[src/hdl/lane_seq_pkg.sv]
// Sizes, encodings and packed structs shared by the lane sequencer blocks
// Every RTL block and the testbench import this package with a wildcard import
`default_nettype none

package lane_seq_pkg;

  ////////////////////////////////////////////////////////////
  // Sizes
  ////////////////////////////////////////////////////////////

  // Instruction IDs that can be in flight at the same time
  localparam int unsigned NrVInsn = 8;

  // One command slot per operand queue of the lane
  localparam int unsigned NrOperandQueues = 6;

  typedef logic [$clog2(NrVInsn)-1:0] vid_t;
  typedef logic [15:0]                vlen_t;
  typedef logic [4:0]                 vreg_t;

  // The mask operand always lives in v0
  localparam vreg_t VMaskReg = 5'd0;

  ////////////////////////////////////////////////////////////
  // Encodings
  ////////////////////////////////////////////////////////////

  typedef enum logic [1:0] {EW8, EW16, EW32, EW64} ew_e;

  typedef enum logic [1:0] {VfuNone, VfuAlu, VfuMfpu} vfu_e;

  typedef enum logic [3:0] {
    VADD, VSUB, VAND, VMUL, VMACC, VFADD, VFMUL, VFMACC
  } vop_e;

  // Index into the operand command arrays
  typedef enum logic [2:0] {
    OpqAluA, OpqAluB, OpqMfpuA, OpqMfpuB, OpqMfpuC, OpqMaskM
  } opq_e;

  ////////////////////////////////////////////////////////////
  // Structs
  ////////////////////////////////////////////////////////////

  // Instruction as broadcast by the main sequencer to all lanes
  typedef struct packed {
    vid_t               id;
    vfu_e               vfu;
    vop_e               op;
    logic               vm;
    vreg_t              vs1;
    vreg_t              vs2;
    vreg_t              vd;
    ew_e                eew_vs1;
    ew_e                eew_vs2;
    ew_e                eew_vd;
    ew_e                vsew;
    logic               use_vs1;
    logic               use_vs2;
    logic               use_vd_op;
    logic               swap_vs2_vd;
    vlen_t              vl;
    vlen_t              vstart;
    logic [NrVInsn-1:0] hazard_vs1;
    logic [NrVInsn-1:0] hazard_vs2;
    logic [NrVInsn-1:0] hazard_vd;
    logic [NrVInsn-1:0] hazard_vm;
  } pe_req_t;

  // Fetch command for one operand queue
  typedef struct packed {
    vid_t               id;
    vreg_t              vs;
    ew_e                eew;
    vlen_t              vl;
    vlen_t              vstart;
    logic [NrVInsn-1:0] hazard;
  } operand_cmd_t;

  // Operation handed to the ALU or the MFPU of this lane
  typedef struct packed {
    vid_t  id;
    vfu_e  vfu;
    vop_e  op;
    logic  vm;
    vreg_t vd;
    ew_e   vsew;
    vlen_t vl;
    vlen_t vstart;
  } vfu_op_t;

  // This lane's share of the instruction lengths
  typedef struct packed {
    vlen_t vl;
    vlen_t vstart;
    vlen_t mask_vl;
  } lane_len_t;

endpackage

`default_nettype wire

[src/hdl/req_intake.sv]
// Intake of the broadcast instruction into one lane
// Holds one request in a fall-through register and takes each broadcast only once
`timescale 1ns/1ns
`default_nettype none

module req_intake import lane_seq_pkg::*; #(
  parameter int unsigned NrLanes = 4
) (
  input  logic    clk_i,
  input  logic    rst_ni,
  // Broadcast from the main sequencer
  input  pe_req_t pe_req_i,
  input  logic    pe_req_valid_i,
  output logic    pe_req_ready_o,
  // Held request towards the issue logic
  output pe_req_t req_o,
  output logic    req_valid_o,
  input  logic    req_ready_i
);

  // The lane split relies on a power-of-two lane count
  if ((NrLanes < 2) || (NrLanes > 16) || ((NrLanes & (NrLanes - 1)) != 0)) begin : gen_lanes_chk
    $error("NrLanes must be a power of two between 2 and 16");
  end

  vid_t    last_id_q;
  logic    sync_q;
  logic    in_valid;
  logic    in_xfer;
  logic    full_q;
  pe_req_t data_q;

  ////////////////////////////////////////////////////////////
  // Duplicate suppression
  ////////////////////////////////////////////////////////////

  // The main sequencer keeps the same instruction up until every lane took it,
  // so the id of the last transfer is masked until valid drops
  assign in_valid = pe_req_valid_i && !(sync_q && (pe_req_i.id == last_id_q));
  assign in_xfer  = in_valid && pe_req_ready_o;

  always_ff @(posedge clk_i or negedge rst_ni) begin
    if (!rst_ni) begin
      last_id_q <= '0;
      sync_q    <= 1'b0;
    end else begin
      if (in_xfer) begin
        last_id_q <= pe_req_i.id;
        sync_q    <= 1'b1;
      end else if (!pe_req_valid_i) begin
        sync_q <= 1'b0;
      end
    end
  end

  ////////////////////////////////////////////////////////////
  // Fall-through register
  ////////////////////////////////////////////////////////////

  // When empty the incoming request passes straight on in the same cycle
  assign pe_req_ready_o = !full_q;
  assign req_valid_o    = full_q || in_valid;
  assign req_o          = full_q ? data_q : pe_req_i;

  always_ff @(posedge clk_i or negedge rst_ni) begin
    if (!rst_ni) begin
      full_q <= 1'b0;
    end else if (in_xfer && !req_ready_i) begin
      full_q <= 1'b1;
    end else if (full_q && req_ready_i) begin
      full_q <= 1'b0;
    end
  end

  always_ff @(posedge clk_i) begin
    if (in_xfer && !req_ready_i) begin
      data_q <= pe_req_i;
    end
  end

endmodule

`default_nettype wire

[src/hdl/lane_len_split.sv]
// Share of the vector length, start index and mask length for one lane
// Purely combinational, evaluated on the request held by the intake
`timescale 1ns/1ns
`default_nettype none

module lane_len_split import lane_seq_pkg::*; #(
  parameter int unsigned NrLanes = 4
) (
  input  logic [$clog2(NrLanes)-1:0] lane_id_i,
  input  pe_req_t                    req_i,
  output lane_len_t                  lane_len_o
);

  localparam int unsigned LaneIdxW = $clog2(NrLanes);

  vlen_t mask_words;
  vlen_t mask_back;

  always_comb begin
    // Elements are striped over the lanes, so the low lanes take the remainder
    lane_len_o.vl = req_i.vl >> LaneIdxW;
    if (lane_id_i < req_i.vl[LaneIdxW-1:0]) begin
      lane_len_o.vl = lane_len_o.vl + 16'd1;
    end

    lane_len_o.vstart = req_i.vstart >> LaneIdxW;
    if (lane_id_i < req_i.vstart[LaneIdxW-1:0]) begin
      lane_len_o.vstart = lane_len_o.vstart - 16'd1;
    end

    // Mask bits are packed eight per byte across all lanes and scaled by SEW
    mask_words = (req_i.vl >> (LaneIdxW + 3)) >> req_i.vsew;
    mask_back  = (mask_words << req_i.vsew) << (LaneIdxW + 3);

    // A partial mask word still has to be fetched
    lane_len_o.mask_vl = mask_words;
    if (mask_back != req_i.vl) begin
      lane_len_o.mask_vl = mask_words + 16'd1;
    end
  end

endmodule

`default_nettype wire

[src/hdl/operand_cmd_slots.sv]
// Command slots towards the operand requester, one per operand queue
// A slot holds its command until the requester takes it
`timescale 1ns/1ns
`default_nettype none

module operand_cmd_slots import lane_seq_pkg::*; (
  input  logic                               clk_i,
  input  logic                               rst_ni,
  // New commands from the issue logic
  input  logic         [NrOperandQueues-1:0] push_i,
  input  operand_cmd_t [NrOperandQueues-1:0] cmd_i,
  // Held commands towards the operand requester
  output operand_cmd_t [NrOperandQueues-1:0] cmd_o,
  output logic         [NrOperandQueues-1:0] valid_o,
  input  logic         [NrOperandQueues-1:0] ready_i
);

  // A push in the same cycle as the take overrides the clear
  always_ff @(posedge clk_i or negedge rst_ni) begin
    if (!rst_ni) begin
      valid_o <= '0;
    end else begin
      for (int unsigned q = 0; q < NrOperandQueues; q++) begin
        if (push_i[q]) begin
          valid_o[q] <= 1'b1;
        end else if (ready_i[q]) begin
          valid_o[q] <= 1'b0;
        end
      end
    end
  end

  always_ff @(posedge clk_i) begin
    for (int unsigned q = 0; q < NrOperandQueues; q++) begin
      if (push_i[q]) begin
        cmd_o[q] <= cmd_i[q];
      end else if (ready_i[q]) begin
        cmd_o[q] <= '0;
      end
    end
  end

endmodule

`default_nettype wire

[src/hdl/issue_ctrl.sv]
// Issue logic of the lane sequencer: busy check, operand commands and unit operations
// Also keeps the running and done masks reported back to the main sequencer
`timescale 1ns/1ns
`default_nettype none

module issue_ctrl import lane_seq_pkg::*; (
  input  logic                               clk_i,
  input  logic                               rst_ni,
  // Held request and its lane share
  input  pe_req_t                            req_i,
  input  logic                               req_valid_i,
  output logic                               req_ready_o,
  input  lane_len_t                          lane_len_i,
  // Operand command slots
  input  logic         [NrOperandQueues-1:0] slot_valid_i,
  output logic         [NrOperandQueues-1:0] push_o,
  output operand_cmd_t [NrOperandQueues-1:0] cmd_o,
  // Lane units
  output vfu_op_t                            vfu_op_o,
  output logic                               vfu_op_valid_o,
  input  logic         [NrVInsn-1:0]         alu_done_i,
  input  logic         [NrVInsn-1:0]         mfpu_done_i,
  // Main sequencer
  input  logic         [NrVInsn-1:0]         pe_vinsn_running_i,
  output logic         [NrVInsn-1:0]         pe_resp_o,
  output logic                               alu_done_o,
  output logic                               mfpu_done_o
);

  // Slots each unit must find free before it can take a request
  localparam logic [NrOperandQueues-1:0] AluSlots =
    NrOperandQueues'((1 << OpqAluA) | (1 << OpqAluB) | (1 << OpqMaskM));
  localparam logic [NrOperandQueues-1:0] MfpuSlots =
    NrOperandQueues'((1 << OpqMfpuA) | (1 << OpqMfpuB) | (1 << OpqMfpuC) | (1 << OpqMaskM));

  logic [NrVInsn-1:0] running_q, running_d, running_live;
  logic [NrVInsn-1:0] done_q, done_d;
  logic               slots_busy;
  logic               issue;
  logic               muted;
  vfu_op_t            vfu_op_d;
  logic               vfu_op_valid_d;
  operand_cmd_t       vs1_cmd, vs2_cmd, vd_cmd, mask_cmd;

  ////////////////////////////////////////////////////////////
  // Admission
  ////////////////////////////////////////////////////////////

  // A running bit only lives on while the main sequencer still tracks the id
  assign running_live = running_q & pe_vinsn_running_i;

  always_comb begin
    case (req_i.vfu)
      VfuAlu:  slots_busy = |(slot_valid_i & AluSlots);
      VfuMfpu: slots_busy = |(slot_valid_i & MfpuSlots);
      default: slots_busy = 1'b0;
    endcase
  end

  assign req_ready_o = !slots_busy && !running_live[req_i.id];
  assign issue       = req_valid_i && req_ready_o;
  assign muted       = (lane_len_i.vl == '0) && (req_i.vfu inside {VfuAlu, VfuMfpu});

  ////////////////////////////////////////////////////////////
  // Operand commands
  ////////////////////////////////////////////////////////////

  // Every operand also waits on writers of vd
  assign vs1_cmd = '{id: req_i.id, vs: req_i.vs1, eew: req_i.eew_vs1, vl: lane_len_i.vl,
                     vstart: lane_len_i.vstart, hazard: req_i.hazard_vs1 | req_i.hazard_vd};
  assign vs2_cmd = '{id: req_i.id, vs: req_i.vs2, eew: req_i.eew_vs2, vl: lane_len_i.vl,
                     vstart: lane_len_i.vstart, hazard: req_i.hazard_vs2 | req_i.hazard_vd};
  assign vd_cmd  = '{id: req_i.id, vs: req_i.vd, eew: req_i.eew_vd, vl: lane_len_i.vl,
                     vstart: lane_len_i.vstart, hazard: req_i.hazard_vd};
  assign mask_cmd = '{id: req_i.id, vs: VMaskReg, eew: req_i.vsew, vl: lane_len_i.mask_vl,
                      vstart: lane_len_i.vstart, hazard: req_i.hazard_vm | req_i.hazard_vd};

  always_comb begin
    cmd_o[OpqAluA]  = vs1_cmd;
    cmd_o[OpqAluB]  = vs2_cmd;
    cmd_o[OpqMfpuA] = vs1_cmd;
    // Multiply-add forms that accumulate into vs2 swap the B and C operands
    cmd_o[OpqMfpuB] = req_i.swap_vs2_vd ? vd_cmd : vs2_cmd;
    cmd_o[OpqMfpuC] = req_i.swap_vs2_vd ? vs2_cmd : vd_cmd;
    cmd_o[OpqMaskM] = mask_cmd;
  end

  ////////////////////////////////////////////////////////////
  // Issue and tracking
  ////////////////////////////////////////////////////////////

  always_comb begin
    running_d      = running_live;
    done_d         = alu_done_i | mfpu_done_i;
    push_o         = '0;
    vfu_op_valid_d = 1'b0;
    vfu_op_d       = '{id: req_i.id, vfu: req_i.vfu, op: req_i.op, vm: req_i.vm,
                       vd: req_i.vd, vsew: req_i.vsew, vl: lane_len_i.vl,
                       vstart: lane_len_i.vstart};

    if (issue) begin
      if (muted) begin
        // No elements land in this lane, so the instruction is finished here
        done_d[req_i.id] = 1'b1;
      end else if (req_i.vfu inside {VfuAlu, VfuMfpu}) begin
        vfu_op_valid_d      = 1'b1;
        running_d[req_i.id] = 1'b1;
        push_o[OpqMaskM]    = !req_i.vm;
        if (req_i.vfu == VfuAlu) begin
          push_o[OpqAluA] = req_i.use_vs1;
          push_o[OpqAluB] = req_i.use_vs2;
        end else begin
          push_o[OpqMfpuA] = req_i.use_vs1;
          push_o[OpqMfpuB] = req_i.swap_vs2_vd ? req_i.use_vd_op : req_i.use_vs2;
          push_o[OpqMfpuC] = req_i.swap_vs2_vd ? req_i.use_vs2 : req_i.use_vd_op;
        end
      end
    end
  end

  always_ff @(posedge clk_i or negedge rst_ni) begin
    if (!rst_ni) begin
      running_q      <= '0;
      done_q         <= '0;
      vfu_op_valid_o <= 1'b0;
      alu_done_o     <= 1'b0;
      mfpu_done_o    <= 1'b0;
    end else begin
      running_q      <= running_d;
      done_q         <= done_d;
      vfu_op_valid_o <= vfu_op_valid_d;
      alu_done_o     <= |alu_done_i;
      mfpu_done_o    <= |mfpu_done_i;
    end
  end

  always_ff @(posedge clk_i) begin
    vfu_op_o <= vfu_op_d;
  end

  assign pe_resp_o = done_q;

endmodule

`default_nettype wire

[src/hdl/lane_sequencer.sv]
// Sequencer of one vector lane, top level of the design
// Connects the request intake, the lane split, the issue logic and the command slots
`timescale 1ns/1ns
`default_nettype none

module lane_sequencer import lane_seq_pkg::*; #(
  parameter int unsigned NrLanes = 4
) (
  input  logic                               clk_i,
  input  logic                               rst_ni,
  input  logic         [$clog2(NrLanes)-1:0] lane_id_i,
  // Main sequencer
  input  pe_req_t                            pe_req_i,
  input  logic                               pe_req_valid_i,
  output logic                               pe_req_ready_o,
  input  logic         [NrVInsn-1:0]         pe_vinsn_running_i,
  output logic         [NrVInsn-1:0]         pe_resp_o,
  // Operand requester
  output operand_cmd_t [NrOperandQueues-1:0] operand_cmd_o,
  output logic         [NrOperandQueues-1:0] operand_cmd_valid_o,
  input  logic         [NrOperandQueues-1:0] operand_cmd_ready_i,
  output logic                               alu_done_o,
  output logic                               mfpu_done_o,
  // Lane units
  output vfu_op_t                            vfu_op_o,
  output logic                               vfu_op_valid_o,
  input  logic         [NrVInsn-1:0]         alu_done_i,
  input  logic         [NrVInsn-1:0]         mfpu_done_i
);

  pe_req_t                            req;
  logic                               req_valid;
  logic                               req_ready;
  lane_len_t                          lane_len;
  logic         [NrOperandQueues-1:0] push;
  operand_cmd_t [NrOperandQueues-1:0] cmd_new;

  req_intake #(.NrLanes(NrLanes)) u_req_intake (
    .clk_i         (clk_i),
    .rst_ni        (rst_ni),
    .pe_req_i      (pe_req_i),
    .pe_req_valid_i(pe_req_valid_i),
    .pe_req_ready_o(pe_req_ready_o),
    .req_o         (req),
    .req_valid_o   (req_valid),
    .req_ready_i   (req_ready)
  );

  lane_len_split #(.NrLanes(NrLanes)) u_lane_len_split (
    .lane_id_i (lane_id_i),
    .req_i     (req),
    .lane_len_o(lane_len)
  );

  issue_ctrl u_issue_ctrl (
    .clk_i             (clk_i),
    .rst_ni            (rst_ni),
    .req_i             (req),
    .req_valid_i       (req_valid),
    .req_ready_o       (req_ready),
    .lane_len_i        (lane_len),
    .slot_valid_i      (operand_cmd_valid_o),
    .push_o            (push),
    .cmd_o             (cmd_new),
    .vfu_op_o          (vfu_op_o),
    .vfu_op_valid_o    (vfu_op_valid_o),
    .alu_done_i        (alu_done_i),
    .mfpu_done_i       (mfpu_done_i),
    .pe_vinsn_running_i(pe_vinsn_running_i),
    .pe_resp_o         (pe_resp_o),
    .alu_done_o        (alu_done_o),
    .mfpu_done_o       (mfpu_done_o)
  );

  operand_cmd_slots u_operand_cmd_slots (
    .clk_i  (clk_i),
    .rst_ni (rst_ni),
    .push_i (push),
    .cmd_i  (cmd_new),
    .cmd_o  (operand_cmd_o),
    .valid_o(operand_cmd_valid_o),
    .ready_i(operand_cmd_ready_i)
  );

endmodule

`default_nettype wire

[config.mk]
export PLATFORM = sky130hd
export DESIGN_NAME = lane_sequencer
export DESIGN_NICKNAME = d
export VERILOG_FILES = /design/src/hdl/lane_seq_pkg.sv /design/src/hdl/req_intake.sv /design/src/hdl/lane_len_split.sv /design/src/hdl/operand_cmd_slots.sv /design/src/hdl/issue_ctrl.sv /design/src/hdl/lane_sequencer.sv
export SDC_FILE = /design/constraint.sdc
export NUM_CORES = 1
export LEC_CHECK = 0
export BUFFER_PORTS_ARGS = -buffer_cell sky130_fd_sc_hd__buf_2
export CAP_MARGIN = 20
export CORE_AREA = 2 2 222 224
export CTS_BUF_LIST = sky130_fd_sc_hd__clkbuf_4
export DETAILED_ROUTE_END_ITERATION = 7
export DIE_AREA = 0 0 224 226
export PLACE_DENSITY = 0.68
export SETUP_SLACK_MARGIN = 0.5
export SYNTH_ARGS = -nofsm -noshare
export SYNTH_HDL_FRONTEND = slang
export SYNTH_HIERARCHICAL = 1
export SYNTH_SLANG_ARGS = --single-unit
[constraint.sdc]
create_clock -name clk_i -period 15.8 [get_ports clk_i]
set_clock_uncertainty 0.2 [all_clocks]
set_input_delay 3.16 -clock clk_i [delete_from_list [all_inputs] [get_ports clk_i]]
set_output_delay 3.16 -clock clk_i [all_outputs]
set_load 0.1 [all_outputs]
==> Yosys cells after proc, flatten, opt, wreduce, memory -nomap -nowiden <==
Cells that the tools add are included.
{ "op_classes": {"muxes": 54, "n_eq_ne": 5, "magnitude_cmp": 4, "addsub": 3, "bitwise": 7, "n_shift": 2, "n_reduce_logical": 29} }
{ "op_table": {"columns": ["operator", "count"], "rows": [
  ["two-way mux 50 bit", 12],
  ["two-way mux 101 bit", 1],
  ["two-way mux 47 bit", 2],
  ["bitwise OR 8 bit", 6],
  ["two-way mux 8 bit", 5],
  ["two-way mux 16 bit", 2],
  ["two-way mux 1 bit", 23],
  ["two-way mux 6 bit", 3],
  ["adder 16 x 1 -> 16 bit (second input constant)", 1],
  ["logical NOT 16 bit", 1],
  ["inequality test 16 bit", 1],
  ["nonzero test 2 bit", 8],
  ["OR reduction 8 bit", 2],
  ["left shift 16 x 2 -> 11 bit", 1],
  ["right shift 11 x 2 -> 16 bit", 1],
  ["adder 14 x 1 -> 15 bit (second input constant)", 1],
  ["two-way mux 15 bit", 1],
  ["subtractor 14 x 1 -> 15 bit (second input constant)", 1],
  ["logical AND 1 bit", 9],
  ["bitwise AND 8 bit", 1],
  ["logical NOT 1 bit", 6],
  ["less-than comparator 2 bit", 2],
  ["less-than comparator 3 x 4 -> 1 bit (second input constant)", 1],
  ["OR reduction 4 bit", 1],
  ["other kinds (12)", 12]
]} }
{ "totals": {"register_bits": 474, "out_inout_bits": 367, "inputBits": 136, "word_cells": 182} }

==> Depth between registers and ports, before layout <==
Gate-level depths: netlist (run 1).
{ "logic_depth": {"ltp_word": 9, "ltp_mapped": 17, "mapped_depth_nobuf": 13} }

==> By module <==
The synthesis (run 1) kept the hierarchy.
{ "by_module_without_submodules": {"columns": ["mod", "area_each_um2", "n_inst", "cells_per_inst", "seq_area_each_um2"], "rows": [
  ["operand_cmd_slots", 11352.1, 1, 654, 9158.8],
  ["req_intake", 4498.1, 1, 235, 3158.0],
  ["issue_ctrl", 4375.4, 1, 463, 1456.4],
  ["lane_len_split", 1249.9, 1, 182, 0.0]
]} }

==> Worst setup path after synthesis (run 1) <==
Ideal clock, no wire load.
{ "synth_path": {"path_kind": "input port to flip-flop", "startpoint": "input pe_req_i[100] (netlist bit)", "endpoint": "register u_req_intake/data_q[0] (netlist bit), enable pin", "path_stages": 8, "path_slack_ns": 4.828, "path_buffers": 1, "t_required_ns": 14.983, "setup_time_ns": 0.617, "arrival_time_ns": 10.155, "cell_sequence": "mux2_2 inv_1 mux4_2 mux2i_4 buf_2 a221oi_1 or3b_1 a41oi_1"} }
{ "synth_via": {"elab_chain_cells": 7, "word_cells_on_any_way": 12, "classes_between": "eq/ne (1); mux (3); reduce/logical (8)"} }
{ "synth_rtl": {"columns": ["item", "line_no", "text"], "rows": [
  ["start, declared", "lane_sequencer.sv:13", "input pe_req_t pe_req_i,"],
  ["two-way mux 101 bit", "req_intake.sv:63", "assign req_o = full_q ? data_q : pe_req_i;"],
  ["binary-select mux 1 bit (select 3 bit)", "issue_ctrl.sv:60", "assign req_ready_o = !slots_busy && !running_live[req_i.id];"],
  ["two-way mux 1 bit (implied by the code)", "issue_ctrl.sv:60", null],
  ["logical NOT 1 bit", "issue_ctrl.sv:60", null],
  ["logical AND 1 bit", "issue_ctrl.sv:60", null],
  ["net req_ready", "lane_sequencer.sv:33", "logic req_ready;"],
  ["logical NOT 1 bit", "req_intake.sv:76", "if (in_xfer && !req_ready_i) begin"],
  ["logical AND 1 bit", "req_intake.sv:76", null],
  ["end signal, assigned", "req_intake.sv:77", "data_q <= pe_req_i;"],
  ["end, declared", "req_intake.sv:31", "pe_req_t data_q;"]
]} }
The timed path passes the listed nets, and every way through them passes these cells. The select of a mux whose other input is x is not followed.
A chain may end at the register's enable or synchronous reset.

==> results of run 1 <==
[flip-flops by register name (all words and copies together) (netlist names)]
name and flops:
u_issue_ctrl/running_q 8, u_operand_cmd_slots/cmd_o 300, u_req_intake/sync_q 1, u_issue_ctrl/pe_resp_o 8, u_issue_ctrl/vfu_op_valid_o 1, u_issue_ctrl/vfu_op_o 49, u_req_intake/last_id_q 3, u_req_intake/full_q 1
u_req_intake/data_q 101, u_issue_ctrl/mfpu_done_o 1, u_issue_ctrl/alu_done_o 1, u_operand_cmd_slots/valid_o 6
[worst max-delay path: stages]
cell and delay [ns]:
buf_2 0.11, mux2_2 0.27, inv_1 0.06, ha_1 0.21, a21oi_1 0.35, nand4_1 0.26, or2_2 0.36, nor2_1 0.12
xor2_1 0.41, nor4_1 0.18, a41o_1 0.42, or2_4 0.36, nor4b_4 0.21, buf_4 0.52, or2_4 0.84
[through the flow]
step	util, %	cells
6_report	50.9	2625
5_1_grt	50.9	2623
4_1_cts	50.8	2612
3_5_place_dp	47.1	2372
3_3_place_gp	47.1	2372
2_1_floorplan	-	1542
[report_power, final]
| part | internal (mW) | switching [mW] |
|---|---|---|
| clock | 0.644 | 0.530 |
| combinational | 0.244 | 1.24 |
| sequential | 1.56 | 0.0650 |
[cell type report]
class | count | area (µm²) | share of cell area, %
Clock buffer | 206 | 1550 | 6.29
Sequential cell | 480 | 13800 | 56.0
Clock inverter | 34 | 239 | 0.971
Multi-Input combinational cell | 732 | 5540 | 22.5
Tap cell | 622 | 778 | 3.16
Timing Repair Buffer | 515 | 2610 | 10.6
Inverter | 23 | 86.3 | 0.351
Antenna cell | 13 | 32.5 | 0.132
[path summary, 6_finish.rpt]
path | from | endpoint | slack [ns] | cells past startpoint
min in group asynchronous | rst_ni | u_issue_ctrl/running_q[5] | 2.06 | 1
hold / removal | u_issue_ctrl/running_q[0] | u_issue_ctrl/running_q[0] | 0.28 | 2
setup / recovery | pe_req_i[49] | u_operand_cmd_slots/cmd_o[145] | 8.24 | 15
max in group asynchronous | rst_ni | u_req_intake/full_q | 12.76 | 1
setup reg to reg | u_req_intake/full_q | u_operand_cmd_slots/cmd_o[145] | 9.36 | 14
hold reg to reg | u_issue_ctrl/running_q[0] | u_issue_ctrl/running_q[0] | 0.28 | 2
[routing by layer]
layer,up-vias,GRT usage [%],routed length [µm]
li1,5938,-,-
met1,6535,27.8,24000
met2,560,37.7,29000
met3,105,8.30,4310
met4,2,9.35,1590
met5,-,0,16
[cells in the mapped netlist (all sizes together), types with 2 or more instances]
master	n	share of area, %
or4	3	0.14
ha	8	0.47
dfrtp	30	3.5
edfxtp	401	56
xnor2	21	0.86
clkbuf	38	0.84
and4	2	0.082
o21ai	9	0.21
mux2i	9	0.48
buf	269	9.3
nor2	21	0.37
nand3	4	0.093
o31ai	18	0.63
nand2b	4	0.12
and2	303	9.1
nand2	40	0.70
a221oi	3	0.15
mux2	123	6.4
mux4	4	0.42
and3	3	0.087
inv	23	0.40
nand4	6	0.17
or2	33	0.97
a211oi	2	0.070
nor4	14	0.51
nor4b	4	0.19
nor2b	5	0.15
a21o	23	0.83
a41oi	3	0.12
a221o	2	0.093
xor2	14	0.57
o211ai	3	0.10
nor3	17	0.40
or3	4	0.14
a21oi	6	0.14
dfxtp	49	4.6
conb	2	0.035
[cells by family after synthesis]
kind of cell	Yosys count	synth area share, %
adders and majority gates	8	0.466
and+or+nand+nor	466	13.3
DFF	480	64.1
AOI/OAI and AO/OA	77	2.72
muxes	136	7.35
other	2	0.0350
buffers and inverters	330	10.6
xor gates and xnor gates	35	1.43
==> results_dict.tcl, run 1 <==
set metrics [dict create \
    outcome "finished, final reports clean" \
    ant_nets 0 \
    critical_path_required_ns 16.14 \
    fin_crit_ns 7.56 \
    grt_max_degree 56 \
    gp_congestion 0.865 \
    ys_ff_latch 480 \
    relSlewSlack_pct 33.5 \
    first_global_vias 13500 \
    min_path_type "flop to flop" \
    ys_warn_count 6 \
    power_mw 4.28 \
    ys_types 62 \
    clkLatencyLatePin_ns 0.97 \
    hold_ws_ns 0.279 \
    antenna_found_initial 7 \
    vias_per_cell 5.01 \
    drcViolationCount 0 \
    die_h_um 226 \
    place.port_buffers 502 \
    peakVddDrop_mv 0.104 \
    final_common_cell "buf_2" \
    cp_data_arrival_time_ns 7.90 \
    synth.cell_area_um2 21500 \
    die_w_um 224 \
    dpl_worst_slack_ns 7.29 \
    maxCapViolCount 0 \
    crit_type "primary input to flop" \
    cts_tree "done" \
    path_clk_slew_ns 0.05 \
    clockRootBuffer "clkbuf_4" \
    fmax_ghz 0.132 \
    syn-instance-count 1534 \
    synth_flop_cell "edfxtp_1" \
    end_kind "flop" \
    ctsHoldBuffers 0 \
    hpwl_um 39100 \
    async_reset_ff_share_pct 6.25 \
    fin_area_um2 24600 \
    clkSinkCount 480 \
    tns_ns 0 \
    core_um2 48300 \
    final_max_slew_viol_count 0 \
    first_pass_iters 5 \
    initial_utilization_pct 44.4 \
    cts_setup_buffers 0 \
    fillers 4183 \
    wire_per_inst_um 22.4 \
    drive_above_1_share_pct 48.3 \
    drt_first_iter_violations 887 \
    fin_ws_ns 8.24 \
    grt_setup_unrepaired "false" \
    gr-usage-all-layers_pct 23.1 \
    powerDensity_nw_per_um2 174 \
    worstPathMaxFanout 52 \
    areaGrowthSynthToFinish_pct 14.6 \
    rows 81 \
    cp-start-kind "primary input" \
    grt_remaining_overflow 0 \
    ctsResizeCount 0 \
    dieArea_um2 50600 \
    grt_pass1_wl_um 84200 \
    ios 503 \
    placed_area_um2 22800 \
    setup_viol 0 \
    worst_pin_slew_ns 0.997 \
    htreeDepth 4 \
    cts_buffers 132 \
    synth_edf_count 401 \
    cts.path.max_buffers 3 \
    via_count 13100 \
    layout_common_cells "buf_2, edfxtp_1, and2_1" \
    synth_area_per_cell_um2 14.0 \
    p_leak_nw 10.4 \
    drt_wl_total_um 58900 \
    fin_crit_sh_pct 47.9 \
    layout.nets 2028 \
    yosysSeqAreaShare_pct 64.1 \
    hold_viol 0 \
]
Power figures use the tool's default switching activity.
==> inputs of run 2 (changes only) <==
==> constraint.sdc (replaced) <==
create_clock -name clk_i -period 7.8 [get_ports clk_i]
set_clock_uncertainty 0.2 [all_clocks]
set_input_delay 1.56 -clock clk_i [delete_from_list [all_inputs] [get_ports clk_i]]
set_output_delay 1.56 -clock clk_i [all_outputs]
set_load 0.1 [all_outputs]
==> run 2 against run 1 <==
- sequential cell count stayed put
- hold slack lost 0.012 ns
- register-to-register slack worse by 7.1 ns
- combinational power up 100%
- largest power group unchanged
- highest routed layer unchanged
==> results_dict.tcl, run 2 (synthesized netlist as in run 1, its figures left out) <==
set metrics [dict create \
    ant_nets 0 \
    r2r-start "u_req_intake/full_q" \
    min_path_type "flop to flop" \
    regMostFlops "u_operand_cmd_slots/cmd_o" \
    rows 81 \
    hold_end "u_issue_ctrl/vfu_op_o[43]" \
    outcome "finished, final reports clean" \
    antenna_found_initial 7 \
    fillers 4185 \
    first_pass_iters 5 \
    cts_tree "done" \
    clkSinkCount 480 \
    die_w_um 224 \
    r2r_end "u_req_intake/data_q[45]" \
    gr-usage-all-layers_pct 22.9 \
    areaGrowthSynthToFinish_pct 15.2 \
    hold_ws_ns 0.267 \
    layout.nets 2035 \
    drt_first_iter_violations 931 \
    clockRootBuffer "clkbuf_4" \
    cts_setup_buffers 0 \
    ctsHoldBuffers 0 \
    ctsResizeCount 0 \
    drt_wl_total_um 58200 \
    setup_viol 0 \
    seq_area_um2 13800 \
    grt_pass1_wl_um 84300 \
    path_clk_slew_ns 0.06 \
    peakVddDrop_mv 0.215 \
    powerDensity_nw_per_um2 355 \
    relSlewSlack_pct 29.3 \
    grt_max_degree 53 \
    via_count 13100 \
    reg2reg_slack_ns 2.21 \
    drcViolationCount 0 \
    power_mw 8.79 \
    fin_crit_ns 5.65 \
    die_h_um 226 \
    crit_type "primary input to flop" \
    drive_above_1_share_pct 48.5 \
    tns_ns 0 \
    grt_remaining_overflow 0 \
    worst_pin_slew_ns 1.05 \
    cts.path.max_buffers 3 \
    final_common_cell "buf_2" \
    hpwl_um 39200 \
    critical_path_required_ns 8.13 \
    end_kind "flop" \
    htreeDepth 4 \
    place.port_buffers 502 \
    hold_path_startpoint "u_req_intake/data_q[95]" \
    p_leak_nw 10.5 \
    fmax_ghz 0.177 \
    r2r_cells 10 \
    vias_per_cell 5.00 \
    cp-start-kind "primary input" \
    largest_reg_flops 300 \
    final_max_slew_viol_count 0 \
    multi_input_area_um2 5540 \
    cp_data_arrival_time_ns 5.98 \
    hold_viol 0 \
    gp_congestion 0.851 \
    ios 503 \
    maxCapViolCount 0 \
    clkLatencyLatePin_ns 0.95 \
    dieArea_um2 50600 \
    worstPathMaxFanout 52 \
    wire_per_inst_um 22.2 \
    top_regs "u_operand_cmd_slots/cmd_o: 300 flops, u_req_intake/data_q: 101 flops, u_issue_ctrl/vfu_op_o: 49 flops" \
    layout_common_cells "buf_2, edfxtp_1, and2_1" \
    holdPathStages 1 \
    cts_buffers 130 \
    fin_crit_sh_pct 72.4 \
    core_um2 48300 \
    initial_utilization_pct 44.4 \
    first_global_vias 13400 \
    grt_setup_unrepaired "false" \
]
## run 2: routing by layer
| metal | track usage [%] | vias up | share of wire, % |
|---|---|---|---|
| met2 | 38.4 | 582 | 50 |
| met3 | 7.60 | 119 | 7.6 |
| met1 | 26.9 | 6469 | 39 |
| met5 | 0 | - | 0.043 |
| li1 | - | 5927 | - |
| met4 | 10.3 | 4 | 3.0 |
## run 2: power by group
group,internal [mW],total (mW),switching (mW)
clock,1.44,2.49,1.05
combinational,0.503,3.03,2.53
sequential,3.16,3.27,0.103
## run 2: worst max-delay path by stage
stage / start / end / slack, ns / cells past startpoint
after floorplan: pe_req_i[100] / u_req_intake/data_q[0] / 0.70 / 8
after global placement: pe_req_i[49] / u_operand_cmd_slots/cmd_o[256] / 1.03 / 16
after detailed placement: pe_req_i[49] / u_operand_cmd_slots/cmd_o[13] / 1.25 / 16
after CTS: u_req_intake/full_q / u_req_intake/data_q[38] / 2.17 / 10
after global routing: u_req_intake/full_q / u_operand_cmd_slots/cmd_o[30] / 1.83 / 15
final: pe_req_i[49] / u_operand_cmd_slots/cmd_o[45] / 2.15 / 16
## run 2: stage by stage
step                area [µm²]  instances  setup slack (ns)  utilization [%]
floorplan                21500       1542             0.702                -
global placement         22800       2379              1.03             47.2
detailed placement       22900       2380              1.25             47.3
CTS                      24700       2613              2.17             51.1
global route             24700       2619              1.83             51.2
finish                   24700       2619              2.15             51.2
## run 2: final cells by class
type                    count  area share, %
clock inverters            32           1.42
flip-flops and latches    480           55.7
diodes                      5         0.0506
inverters                  23          0.349
clock buffers             201           6.10
well taps                 622           3.15
multi-input cells         732           22.4
repair buffers            524           10.9
## run 2: critical path: stages
cell and delay (ns):
buf_2 0.12, mux2_2 0.27, inv_1 0.06, ha_1 0.21
a21oi_1 0.35, nand4_1 0.27, or2_2 0.36, nor2_1 0.13
xor2_1 0.39, nor4_1 0.15, buf_4 0.18, nand4_1 0.10
or2_2 0.26, nor4b_2 0.23, buf_4 0.50, or2_4 0.71
==> inputs of run 3 (changes only) <==
==> constraint.sdc (replaced) <==
create_clock -name clk_i -period 5.2 [get_ports clk_i]
set_clock_uncertainty 0.2 [all_clocks]
set_input_delay 1.04 -clock clk_i [delete_from_list [all_inputs] [get_ports clk_i]]
set_output_delay 1.04 -clock clk_i [all_outputs]
set_load 0.1 [all_outputs]
==> run 3 against run 2 <==
- non-clock buffer count is 127 higher
- critical path depth is 2 lower
- sequential power is 49% higher
- via count is 4.6% higher
- largest cell class unchanged
- die area stayed put
- first-iteration DRC count is 25% higher
==> results_dict.tcl, run 3 (synthesized netlist as in run 1, its figures left out) <==
set metrics [dict create \
    outcome "finished, final reports clean" \
    critical_path_required_ns 5.78 \
    final_max_slew_viol_count 0 \
    htreeDepth 4 \
    powerDensity_nw_per_um2 511 \
    tns_ns 0 \
    wire_per_inst_um 22.2 \
    drt_wl_total_um 60900 \
    layout_common_cells "buf_2, edfxtp_1, and2_1" \
    drt_first_iter_violations 1168 \
    grt_remaining_overflow 0 \
    cts_buffers 130 \
    fin_area_um2 26100 \
    regMostFlops "u_operand_cmd_slots/cmd_o" \
    place.port_buffers 502 \
    p_leak_nw 11.1 \
    cp-start-kind "flop" \
    fin_crit_sh_pct 85.5 \
    hold_viol 0 \
    cp_data_arrival_time_ns 5.03 \
    setup_viol 0 \
    worst_pin_slew_ns 0.797 \
    antenna_found_initial 8 \
    maxCapViolCount 0 \
    die_w_um 224 \
    drive_above_1_share_pct 46.9 \
    placed_area_um2 23200 \
    cts_tree "done" \
    grt_max_degree 52 \
    rows 81 \
    vias_per_cell 4.99 \
    peakVddDrop_mv 0.383 \
    initial_utilization_pct 44.4 \
    layout.nets 2165 \
    first_global_vias 14100 \
    final_common_cell "buf_2" \
    fmax_ghz 0.225 \
    top_regs "u_operand_cmd_slots/cmd_o: 300 flops, u_req_intake/data_q: 101 flops, u_issue_ctrl/vfu_op_o: 49 flops" \
    die_h_um 226 \
    path_clk_slew_ns 0.07 \
    hpwl_um 39600 \
    gp_congestion 0.854 \
    dieArea_um2 50600 \
    first_pass_iters 5 \
    grt_pass1_wl_um 86600 \
    relSlewSlack_pct 46.5 \
    final_util_pct 54.0 \
    worstPathMaxFanout 51 \
    clkLatencyLatePin_ns 0.94 \
    multi_input_area_um2 5570 \
    cts.path.max_buffers 3 \
    largest_reg_flops 300 \
    via_count 13700 \
    clkSinkCount 480 \
    ant_nets 0 \
    fillers 3977 \
    areaGrowthSynthToFinish_pct 21.7 \
    gr-usage-all-layers_pct 23.3 \
    hold_ws_ns 0.137 \
    grt_setup_unrepaired "false" \
    seq_area_um2 13800 \
    core_um2 48300 \
    end_kind "flop" \
    min_path_type "primary input to flop" \
    clockRootBuffer "clkbuf_4" \
    drcViolationCount 0 \
    ios 503 \
    crit_type "flop to flop" \
    fin_crit_ns 4.45 \
]
==> run 3: timing repair <==
| action | CTS | global route |
|---|---|---|
| hold endpoints to repair | 123 | 0 |
| resized for setup | 0 | 5 |
| hold buffers | 101 | 0 |
| setup buffers | 0 | 1 |
| endpoints found under the setup margin | 0 | 219 |
==> run 3: worst max-delay path: stages (launching register included) <==
cell and delay (ns):
dfrtp_4 0.54, mux2_2 0.38, inv_1 0.06, ha_1 0.22
a21oi_1 0.21, and4_1 0.28, nand2_1 0.11, nor4_1 0.32
xor2_1 0.22, nor4_1 0.10, a41o_1 0.26, or2_4 0.32
nor4_4 0.24, buf_4 0.55, and2_2 0.26
==> run 3: where the power goes <==
part           switching [mW]  internal [mW]  leakage, nW
Combinational            3.85          0.876         5.22
Clock                    1.61           2.13         1.07
Sequential              0.145           4.74         4.82
==> run 3: final timing paths <==
path / end / depth (start not counted) / startpoint / slack (ns)
max: u_operand_cmd_slots/cmd_o[203] / 14 / u_req_intake/full_q / 0.75
min: u_req_intake/data_q[51] / 1 / pe_req_i[51] / 0.14
max reg2reg: u_operand_cmd_slots/cmd_o[203] / 14 / u_req_intake/full_q / 0.75
min reg2reg: u_issue_ctrl/vfu_op_o[42] / 1 / u_req_intake/data_q[94] / 0.28
max in group asynchronous: u_req_intake/full_q / 2 / rst_ni / 3.75
min in group asynchronous: u_issue_ctrl/pe_resp_o[6] / 2 / rst_ni / 0.50
==> run 3: through the flow <==
step | cells | power, mW | setup WS (ns)
after floorplan | 1542 | 9.06 | -0.185
after global placement | 2406 | 9.55 | 0.199
after detailed placement | 2406 | 9.60 | 0.201
after CTS | 2739 | 13.4 | 0.541
after global routing | 2746 | 13.8 | 0.517
final | 2746 | 13.3 | 0.753
==> run 3: layout make-up <==
type / count / share of cell area, %
diodes: 3 / 0.0287
clock inverters: 35 / 1.40
repair buffers: 651 / 15.5
flip-flops and latches: 480 / 52.7
inverters: 23 / 0.340
multi-input cells: 735 / 21.3
clock buffers: 197 / 5.66
well taps: 622 / 2.98
==> run 3: routing by layer <==
layer | track usage [%] | part of all wire (%) | vias up
met2 | 39.3 | 50 | 609
met1 | 27.9 | 40 | 6791
li1 | - | - | 6191
met3 | 6.92 | 6.7 | 113
met4 | 9.81 | 2.9 | 4
met5 | 0 | 0.051 | -
